<file path="src/rtl/video_timing_pkg.sv">
// Video timing definitions
// Counter width, the count type and the default 256x256 display mode

package video_timing_pkg;

  // Every horizontal and vertical counter and every mode value has this width
  localparam int COUNT_W = 12;

  // One unsigned count value, enough for totals up to 4095
  typedef logic [COUNT_W-1:0] count_t;

  // ==========================================================
  // Default mode, 256x256 active
  // ==========================================================

  // Horizontal values are in pixel clocks
  // The line is 320 clocks long in total
  localparam count_t DEF_H_DISPLAY = 12'd256;
  localparam count_t DEF_H_FP      = 12'd8;
  localparam count_t DEF_H_PULSE   = 12'd40;
  localparam count_t DEF_H_BP      = 12'd16;

  // Vertical values are in lines
  // The frame is 288 lines long in total
  localparam count_t DEF_V_DISPLAY = 12'd256;
  localparam count_t DEF_V_FP      = 12'd8;
  localparam count_t DEF_V_PULSE   = 12'd8;
  localparam count_t DEF_V_BP      = 12'd16;

  // Other standard modes are chosen by overriding the top level parameters
  // The sync pulse always comes first in each line and each frame, then the back
  // porch, the active region and the front porch

endpackage

</file>
<file path="src/rtl/video_pixel_pkg.sv">
// Video pixel definitions
// Colour channel types for the input and output side and the border colour

package video_pixel_pkg;

  // One colour channel as it arrives from the picture source
  typedef logic [3:0] nibble_t;

  // One colour channel as it leaves towards the display
  // A nibble is widened by repeating it, so 4'hF maps to full scale 8'hFF
  typedef logic [7:0] channel_t;

  // ==========================================================
  // Border colour
  // ==========================================================

  // The one-pixel frame around the picture is drawn in white
  // All three channels get this value on a border pixel
  localparam channel_t BORDER_LEVEL = 8'hFF;

endpackage

</file>
<file path="src/rtl/line_timing.sv">
`timescale 1ns/1ns

// Horizontal line timing
// Runs the pixel counter over each line and makes hs, the active-column window and strobes

module line_timing
  import video_timing_pkg::*;
#(
  parameter count_t H_DISPLAY = DEF_H_DISPLAY,
  parameter count_t H_FP      = DEF_H_FP,
  parameter count_t H_PULSE   = DEF_H_PULSE,
  parameter count_t H_BP      = DEF_H_BP
)
(
  input  logic clk,
  input  logic reset_n,
  output logic hs,
  output logic h_act,
  output logic h_last,
  output logic line_end
);

  // ==========================================================
  // Compare points
  // ==========================================================

  // Clocks per line
  // The counter runs from 0 to H_MAX
  localparam count_t H_TOTAL = H_DISPLAY + H_FP + H_PULSE + H_BP;
  localparam count_t H_MAX   = H_TOTAL - count_t'(1);

  // Last count of the sync pulse
  localparam count_t H_SYNC_LAST = H_PULSE - count_t'(1);

  // The window opens three counts before the first visible column
  // The pixel stage adds two register stages, and h_act itself is registered
  localparam count_t H_ACT_SET = H_PULSE + H_BP - count_t'(3);
  localparam count_t H_ACT_CLR = H_ACT_SET + H_DISPLAY;

  count_t h_count;

  // Strobes decoded straight from the counter
  assign line_end = (h_count == H_MAX);
  assign h_last   = (h_count == H_ACT_CLR);

  // ==========================================================
  // Counter and registered outputs
  // ==========================================================

  always_ff @(posedge clk or negedge reset_n)
  begin
    if (!reset_n)
    begin
      // The counter waits on the last count of a line
      // The first edge after reset then opens a full sync pulse
      h_count <= H_MAX;
      hs      <= 1'b1;
      h_act   <= 1'b0;
    end
    else
    begin
      if (line_end)
        h_count <= '0;
      else
        h_count <= h_count + count_t'(1);

      // hs is low while the counter shows 0 up to H_PULSE-1
      // It is set one count early because the output is registered
      hs <= !line_end && (h_count >= H_SYNC_LAST);

      // The window stays open for exactly H_DISPLAY clocks
      if (h_count == H_ACT_SET)
        h_act <= 1'b1;
      else if (h_last)
        h_act <= 1'b0;
    end
  end

  // The counter wraps at the end of the line and never runs past it
  a_count_range: assert property (
    @(posedge clk) disable iff (!reset_n)
    h_count <= H_MAX
  );

endmodule

</file>
<file path="src/rtl/frame_timing.sv">
`timescale 1ns/1ns

// Vertical frame timing
// Steps the line counter once per line and makes vs, the active-line window and the row border

module frame_timing
  import video_timing_pkg::*;
#(
  parameter count_t V_DISPLAY = DEF_V_DISPLAY,
  parameter count_t V_FP      = DEF_V_FP,
  parameter count_t V_PULSE   = DEF_V_PULSE,
  parameter count_t V_BP      = DEF_V_BP
)
(
  input  logic clk,
  input  logic reset_n,
  input  logic line_end,
  output logic vs,
  output logic v_act,
  output logic line_border
);

  // ==========================================================
  // Compare points
  // ==========================================================

  // Lines per frame
  // The counter runs from 0 to V_MAX
  localparam count_t V_TOTAL = V_DISPLAY + V_FP + V_PULSE + V_BP;
  localparam count_t V_MAX   = V_TOTAL - count_t'(1);

  // Last line of the sync pulse
  localparam count_t V_SYNC_LAST = V_PULSE - count_t'(1);

  // The line just before the first active line
  // The window opens when the counter leaves it
  localparam count_t V_ACT_SET = V_PULSE + V_BP - count_t'(1);

  // The last active line
  // The window closes when the counter leaves it
  localparam count_t V_LAST = V_ACT_SET + V_DISPLAY;

  count_t v_count;
  logic   v_max;

  // Copy of v_act from the previous line
  logic   v_act_d;

  assign v_max = (v_count == V_MAX);

  // ==========================================================
  // Line counter and registered outputs
  // ==========================================================

  // Everything here moves on the same edge as the horizontal counter wraps
  // So vs falls together with hs, and v_act is steady for a whole line
  always_ff @(posedge clk or negedge reset_n)
  begin
    if (!reset_n)
    begin
      // The counter waits on the last line of a frame
      // The first line after reset then opens a full vs pulse
      v_count <= V_MAX;
      vs      <= 1'b1;
      v_act   <= 1'b0;
      v_act_d <= 1'b0;
    end
    else if (line_end)
    begin
      v_act_d <= v_act;

      if (v_max)
        v_count <= '0;
      else
        v_count <= v_count + count_t'(1);

      // vs is low on lines 0 up to V_PULSE-1
      vs <= !v_max && (v_count >= V_SYNC_LAST);

      if (v_count == V_ACT_SET)
        v_act <= 1'b1;
      else if (v_count == V_LAST)
        v_act <= 1'b0;
    end
  end

  // The first active line is where the window has just opened
  // The last active line comes from the counter compare
  assign line_border = (v_act && !v_act_d) || (v_count == V_LAST);

  // The line window only moves on the edge that ends a line
  a_v_act_on_line_end: assert property (
    @(posedge clk) disable iff (!reset_n)
    $changed(v_act) |-> $past(line_end)
  );

endmodule

</file>
<file path="src/rtl/pixel_stage.sv">
`timescale 1ns/1ns

// Pixel output stage
// Makes DE, marks the one-pixel border and widens the colour nibbles to 8-bit channels

module pixel_stage
  import video_pixel_pkg::*;
(
  input  logic     clk,
  input  logic     reset_n,
  input  logic     h_act,
  input  logic     h_last,
  input  logic     v_act,
  input  logic     line_border,
  input  nibble_t  r4,
  input  nibble_t  g4,
  input  nibble_t  b4,
  output logic     de,
  output channel_t r,
  output channel_t g,
  output channel_t b
);

  // h_act one clock later, to find where the column window opens
  logic h_act_d;

  // DE one clock before it leaves the block
  logic pre_de;

  // Set on the clock before a border pixel is driven out
  logic border;

  logic h_rise;

  // High on the first count of the column window
  assign h_rise = h_act && !h_act_d;

  // ==========================================================
  // DE pipeline and colour registers
  // ==========================================================

  always_ff @(posedge clk or negedge reset_n)
  begin
    if (!reset_n)
    begin
      h_act_d <= 1'b0;
      pre_de  <= 1'b0;
      de      <= 1'b0;
      border  <= 1'b0;
      r       <= '0;
      g       <= '0;
      b       <= '0;
    end
    else
    begin
      h_act_d <= h_act;

      // Two stages from the window to the pin, which lines de up with the columns
      pre_de <= h_act && v_act;
      de     <= pre_de;

      // First column, last column, or any column of the top and bottom rows
      // Outside the visible area the flag is set too, but de is low there
      border <= h_rise || h_last || line_border;

      // The colour inputs are taken one clock before they show on the outputs
      if (border)
      begin
        r <= BORDER_LEVEL;
        g <= BORDER_LEVEL;
        b <= BORDER_LEVEL;
      end
      else
      begin
        r <= {r4, r4};
        g <= {g4, g4};
        b <= {b4, b4};
      end
    end
  end

  // A visible pixel always belongs to a line inside the vertical window
  a_de_in_frame: assert property (
    @(posedge clk) disable iff (!reset_n)
    de |-> $past(v_act, 2)
  );

endmodule

</file>
<file path="src/rtl/video_top.sv">
`timescale 1ns/1ns

// Raster video timing generator
// Makes hs, vs and de for the chosen mode and puts a white border around the picture

module video_top
  import video_timing_pkg::*;
  import video_pixel_pkg::*;
#(
  parameter count_t H_DISPLAY = DEF_H_DISPLAY,
  parameter count_t H_FP      = DEF_H_FP,
  parameter count_t H_PULSE   = DEF_H_PULSE,
  parameter count_t H_BP      = DEF_H_BP,
  parameter count_t V_DISPLAY = DEF_V_DISPLAY,
  parameter count_t V_FP      = DEF_V_FP,
  parameter count_t V_PULSE   = DEF_V_PULSE,
  parameter count_t V_BP      = DEF_V_BP
)
(
  input  logic     clk,
  input  logic     reset_n,
  input  nibble_t  r4,
  input  nibble_t  g4,
  input  nibble_t  b4,
  output logic     hs,
  output logic     vs,
  output logic     de,
  output channel_t r,
  output channel_t g,
  output channel_t b
);

  // Column window and strobes from the line stage
  logic h_act;
  logic h_last;
  logic line_end;

  // Row window and top/bottom row flag from the frame stage
  logic v_act;
  logic line_border;

  // ==========================================================
  // Line, frame and pixel stages
  // ==========================================================

  line_timing #(
    .H_DISPLAY (H_DISPLAY),
    .H_FP      (H_FP),
    .H_PULSE   (H_PULSE),
    .H_BP      (H_BP)
  ) u_line_timing (
    .clk      (clk),
    .reset_n  (reset_n),
    .hs       (hs),
    .h_act    (h_act),
    .h_last   (h_last),
    .line_end (line_end)
  );

  // Advances one line each time the line stage wraps
  frame_timing #(
    .V_DISPLAY (V_DISPLAY),
    .V_FP      (V_FP),
    .V_PULSE   (V_PULSE),
    .V_BP      (V_BP)
  ) u_frame_timing (
    .clk         (clk),
    .reset_n     (reset_n),
    .line_end    (line_end),
    .vs          (vs),
    .v_act       (v_act),
    .line_border (line_border)
  );

  pixel_stage u_pixel_stage (
    .clk         (clk),
    .reset_n     (reset_n),
    .h_act       (h_act),
    .h_last      (h_last),
    .v_act       (v_act),
    .line_border (line_border),
    .r4          (r4),
    .g4          (g4),
    .b4          (b4),
    .de          (de),
    .r           (r),
    .g           (g),
    .b           (b)
  );

endmodule

</file>
<file path="config.mk">
export PLATFORM = sky130hd
export DESIGN_NAME = video_top
export DESIGN_NICKNAME = d
export VERILOG_FILES = /design/src/rtl/video_timing_pkg.sv /design/src/rtl/video_pixel_pkg.sv /design/src/rtl/line_timing.sv /design/src/rtl/frame_timing.sv /design/src/rtl/pixel_stage.sv /design/src/rtl/video_top.sv
export SDC_FILE = /design/constraint.sdc
export NUM_CORES = 1
export LEC_CHECK = 0
export BUFFER_PORTS_ARGS = -buffer_cell sky130_fd_sc_hd__buf_2
export CORE_MARGIN = 8
export CORE_UTILIZATION = 61
export CTS_BUF_LIST = sky130_fd_sc_hd__clkbuf_4 sky130_fd_sc_hd__clkbuf_8
export DETAILED_ROUTE_END_ITERATION = 6
export PLACE_DENSITY = 0.91
export SLEW_MARGIN = 40
export SYNTH_ARGS = -nofsm -noshare
export SYNTH_HDL_FRONTEND = slang
export SYNTH_SLANG_ARGS = --single-unit
</file>
<file path="constraint.sdc">
create_clock -name clk -period 6.26 [get_ports clk]
set_input_delay 0.939 -clock clk [delete_from_list [all_inputs] [get_ports clk]]
set_output_delay 0.939 -clock clk [all_outputs]
set_load 0.01 [all_outputs]
</file>
# Yosys cells after proc, flatten, opt, wreduce, memory -nomap -nowiden
# Index checks and enable logic that the tools add are counted.
# word_totals
regBits	57
latch_bits	0
ram_bits	0
mem_bits_ro	0
out_inout_bits	27
word_cells	48
n_memories	0
# classes
add_sub_neg	2
multipliers	0
n_div	0
magnitude_cmp	2
eq_ne	6
shift	0
muxes	9
bitwise	0
reduce_logical	15
# op_table
cell	count
== test 12 x 9 -> 1 bit, second input constant	4
adder 12 x 1 -> 12 bit, second input constant	2
two-way mux 12 bit	2
two-way mux 8 bit	3
== test 12 x 5 -> 1 bit, second input constant	1
== test 12 x 6 -> 1 bit, second input constant	1
>= comparator 12 x 3 -> 1 bit, second input constant	1
>= comparator 12 x 6 -> 1 bit, second input constant	1
logical AND 1 bit	5
logical NOT 1 bit	4
two-way mux 1 bit	4
nonzero test 2 bit	2
logical OR 1 bit	3
AND reduction 2 bit	1

# Longest topological paths before layout
# logic_depth
depth_word	4
depth_mapped	6

# By module
# A second synthesis with hierarchy kept.
# unflattened
hier_cells	187
hier_area_um2	2122.0
# modules_own_cells
mod	n_inst	cells_each	area_each_um2	seq_area_each_um2
frame_timing	1	74	792.0	384.1
line_timing	1	68	734.5	360.3
pixel_stage	1	45	595.6	400.4

# Worst setup path before layout
# OpenSTA, ideal clock, no wires.
# synth_path
kind	reg-to-reg
from	register u_line_timing.h_count[0]
to	register u_frame_timing.v_act
setup_ns	0.079
t_arrival_ns	2.105
path_slack_ns	4.075
path_stages_with_launch	7
cell_sequence	dfstp_2 ha_1 nand3_1 or4_1 buf_4 nor4_2 mux2i_1
# synth_between
elab_chain_cells	2
# synth_lines
item	line	rtl
start, declared	line_timing.sv:40	count_t h_count;
start signal, assigned	line_timing.sv:65	h_count <= h_count + count_t'(1);
start signal, assigned	line_timing.sv:82	h_count <= H_MAX
== test 12 x 9 -> 1 bit	line_timing.sv:43	assign line_end = (h_count == H_MAX);
AND reduction 2 bit (no source line)	--	
end signal, assigned	frame_timing.sv:65	v_act <= 1'b0;
end signal, assigned	frame_timing.sv:81	v_act <= 1'b1;
end signal, assigned	frame_timing.sv:83	v_act <= 1'b0;
end, declared	frame_timing.sv:19	output logic v_act,
# Every way passes these cells.
# A chain may end at the register's enable or synchronous reset.

# Worst setup path in the final report
# Same ends and word-level chain as after synthesis.

==> results.md <==
Finish:
- The fraction of final layout cells with drive strength greater than 1 is 0.365.
- Across the whole layout, storage elements account for approximately 1100 um^2.
- The final layout net count is between 200 and 250.
- The synthesis-to-layout area growth is 10.8%.
- The filler cells instantiated in the layout total roughly 240.
- 0 antenna diodes ended up in the layout.
- Summing all multi-input logic gate instances after layout gives 763 um^2.

Critical path:
- Walking the worst path, the cells encountered are ha_1, nand3_1, or4_1, nor4_2, mux2i_1.
- The number of buffers and inverters on the critical path is 0.
- In this run the number of cells on the critical path is 5.
- The cell class contributing the biggest share of worst-path delay is simple AND/OR/NAND/NOR gates.
- The end of the worst register-to-register path is u_frame_timing.v_act.
- By startpoint and endpoint, the worst setup path is classified as flop to flop.
- The nature of the critical path startpoint is a flop.
- The maximum fanout along the worst path is 8.
- The startpoint of the worst setup timing path is u_line_timing.h_count[0].
- The worst endpoint required time is 6560 ps.
- The stage delay of the slowest cell on the critical path is 760 ps.
- The startpoint identified for the worst register-to-register timing path is u_line_timing.h_count[0].
- Data arrives at the worst endpoint at 2750 ps.
- The slowest stage cell on the critical path is sky130_fd_sc_hd__or4_1.
- The most critical setup path has its endpoint at u_frame_timing.v_act.
- Measured in cells, the most critical reg-to-reg path has a length of 5.
- The worst-case register-to-register setup slack is 3820 ps.
- The worst setup path is captured at a flop.

Global route:
- The number of global-route vias before repair is 1356.
- The number of antenna violations at the first check in global routing is 0.
- The overflow left after global routing is 0.
- The overall fraction of global-route tracks in use is 0.147.
- The wire length of the first global-routing pass is slightly above 6 mm.
- Entering global routing, the biggest net connects 46 pins.

Synthesis:
- The average instance in the mapped netlist occupies around 11 um^2.
- The synthesized netlist occupies a cell area of 2060 um^2.
- For this run, asynchronously set or reset flops after synthesis account for 1.00.
- The sequential share of the synthesized area is 0.557.
- The count of synthesis-stage warnings from yosys is 0.
- The share of synthesized area in the top cell type comes to 0.365.
- Counting flops and latches in the post-synthesis netlist gives 45.
- In the post-synthesis netlist, the cell with the most instances is sky130_fd_sc_hd__dfrtp_1.
- The number of nets produced by synthesis is approximately 210.
- The synthesized instance count is 191.
- For this run, the leading register cell type out of synthesis is sky130_fd_sc_hd__dfrtp_1.
- The dominant cell type by area after synthesis is sky130_fd_sc_hd__dfrtp_1.
- The number of flops mapped to enable cells by yosys is 0.
- In the post-synthesis netlist, the biggest area contributors are sky130_fd_sc_hd__dfrtp_1, sky130_fd_sc_hd__dfstp_2, sky130_fd_sc_hd__buf_4.
- Ranked by instance count, the synthesized netlist is headed by sky130_fd_sc_hd__dfrtp_1, sky130_fd_sc_hd__dfstp_2, sky130_fd_sc_hd__nor2_1.
- The synthesized netlist contains 37 unique library cells.

Job:
- The count of max-cap constraint violations is 0.

Pwr:
- The maximum vdd ir drop is 0.121 mV.
- The cell area power density is 220 nW/um^2.
- The total chip power is 0.502 mW.
- The cell leakage power is 1.05 nW.

Timing:
- The final count of pins violating max slew was 0.
- The worst clock skew on the final layout is ~7.6 ps.
- Adding up every negative setup slack in the final design gives 0 ps.
- Setup violations remaining at the end of the flow were counted as 0.
- Static timing analysis puts the maximum clock frequency at 409 MHz.
- Measured against its own limit, the worst slew margin works out to 0.530.
- For the pin with the worst max-slew slack, the measured transition is 699 ps.
- Dividing the final minimum period by the clock period gives 0.390.
- The post-layout minimum cycle time is 2440 ps.
- Setup repair after global routing left no endpoint under its margin.
- The number of hold violations in the final report came to 0.
- The worst hold margin is 364 ps.

Floorplanning:
- During I/O placement, the number of pins put on the boundary was 41.
- The die covers 5480 um^2.
- The floorplan step defined a core boundary enclosing between 3000 and 4000 um^2.
- The die is between 70 and 80 um wide.
- From bottom edge to top edge, the die measures 74.1 um.
- For this configuration, the core starts out at a cell density of 0.626.
- The row count is 21.

Worst hold path:
- The worst hold path belongs to the class flop to flop.

Drt:
- The number of antenna-violating nets in the routed design is 0.
- The DRC marker count from the first detailed-route iteration is 60.
- Dividing the detail-routed wire length by the instance count gives between 10 and 15 um.
- Using the TritonRoute via totals, the vias-per-cell ratio works out to 5.39.
- After detailed routing, the number of remaining DRC violations is 0.
- The total routed wirelength is 3.70 mm.
- The first-pass detailed-route iteration total is 4.
- The vias after detailed routing is 1429.

CTS:
- Gates resized during post-CTS repair numbered 0.
- The clock tree from TritonCTS is built.
- The root cell of the clock tree is sky130_fd_sc_hd__clkbuf_4.
- For the worst-skew pair, the clock arrives at the later sink with an insertion delay of 370 ps.
- In this run the post-CTS setup repair buffer count came out at 0.
- After clock tree synthesis, the clock-pin slew on the worst setup and hold paths is 130 ps.
- The number of buffers added by the clock tree synthesis step is 5.
- The largest buffer count on any clock path is 2.
- Clock tree synthesis found a total of 45 sinks.
- The number of hold buffers added after CTS was 0.
- The H-tree generated during clock tree synthesis spans 2 levels.

Place:
- The wire-length estimate of the detail-placed layout is 2.72 mm.
- The routability congestion estimate is 0.895.
- The total of buffers placed on input and output ports is 40.

Status:
- The run finished with clean final reports.
-- worst min-delay path by stage --
stage,end,slack [ps],startpoint,cells after the start
2_1_floorplan,u_pixel_stage.de,330,u_pixel_stage.pre_de,0
3_3_place_gp,u_pixel_stage.de,330,u_pixel_stage.pre_de,0
3_5_place_dp,u_pixel_stage.de,340,u_pixel_stage.pre_de,0
4_1_cts,u_pixel_stage.de,370,u_pixel_stage.pre_de,0
5_1_grt,u_pixel_stage.de,390,u_pixel_stage.pre_de,0
6_report,u_pixel_stage.de,360,u_pixel_stage.pre_de,0
-- layout by cell type, fill, tap and decap left out, types with 2 or more instances in the layout --
cell	synthesis	layout
sky130_fd_sc_hd__or4_1	3	3
sky130_fd_sc_hd__clkbuf_4	0	5
sky130_fd_sc_hd__buf_4	13	2
sky130_fd_sc_hd__a22oi_1	2	2
sky130_fd_sc_hd__xor2_1	6	6
sky130_fd_sc_hd__or2_2	12	12
sky130_fd_sc_hd__ha_1	3	3
sky130_fd_sc_hd__xnor2_1	9	9
sky130_fd_sc_hd__nand3_1	12	12
sky130_fd_sc_hd__inv_1	5	5
sky130_fd_sc_hd__and4_1	3	3
sky130_fd_sc_hd__nor2_1	15	15
sky130_fd_sc_hd__nand2_1	14	14
sky130_fd_sc_hd__o21ai_0	9	9
sky130_fd_sc_hd__nand4_1	6	6
sky130_fd_sc_hd__nor3_1	5	5
sky130_fd_sc_hd__dfrtp_1	30	30
sky130_fd_sc_hd__dfstp_2	15	15
sky130_fd_sc_hd__buf_2	1	39
sky130_fd_sc_hd__and3_1	2	2
sky130_fd_sc_hd__nor4_2	2	2
sky130_fd_sc_hd__a21oi_1	2	2
-- layer usage --
layer  up-vias  global-route usage  routed length (um)
li1        698                   -                   -
met3         7              0.0485                 352
met5         -                   0                   0
met4         0              0.0820                 106
met1       679               0.161                1500
met2        45               0.246                1740
-- registers in the layout, indices dropped and copies added, names as in the netlist, 4 cells and up --
signal,flops
u_frame_timing.v_count,12
u_line_timing.h_count,12
u_pixel_stage.b,4
u_pixel_stage.g,4
u_pixel_stage.r,4
-- power by group --
group          internal [mW]  leakage, nW  switching [mW]
clock                 0.0846       0.0414          0.0966
sequential             0.295        0.547         0.00150
combinational         0.0107        0.460          0.0138
total                  0.390         1.05           0.112
-- logic make-up (layout without fill, tap and decap cells) --
family                     Yosys count  in the layout  share of synthesized area
xor gates and xnor gates            15             15                     0.0639
and+or+nand+nor                     81             81                      0.224
adders and majority gates            3              3                     0.0183
muxes                                1              1                    0.00487
AOI/OAI and AO/OA                   20             20                     0.0603
DFF                                 45             45                      0.557
buffers and inverters               26             54                     0.0718
-- layout make-up --
type,instances,area share
Clock inverter,3,0.0203
Sequential cell,45,0.502
Inverter,5,0.00824
Clock buffer,5,0.0165
Timing Repair Buffer,41,0.0923
Multi-Input combinational cell,120,0.335
Tap cell,46,0.0253
-- per-stage QoR --
stage          area (um^2)   util  setup slack (ps)  std cells
6_report              2280  0.694              3820        265
4_1_cts               2280  0.694              3820        265
5_1_grt               2280  0.694              3680        265
3_5_place_dp          2190  0.668              3850        257
3_3_place_gp          2190  0.667              3930        257
2_1_floorplan         2060      -              4080        191
No activity file was read; power rests on OpenSTA's default activity.
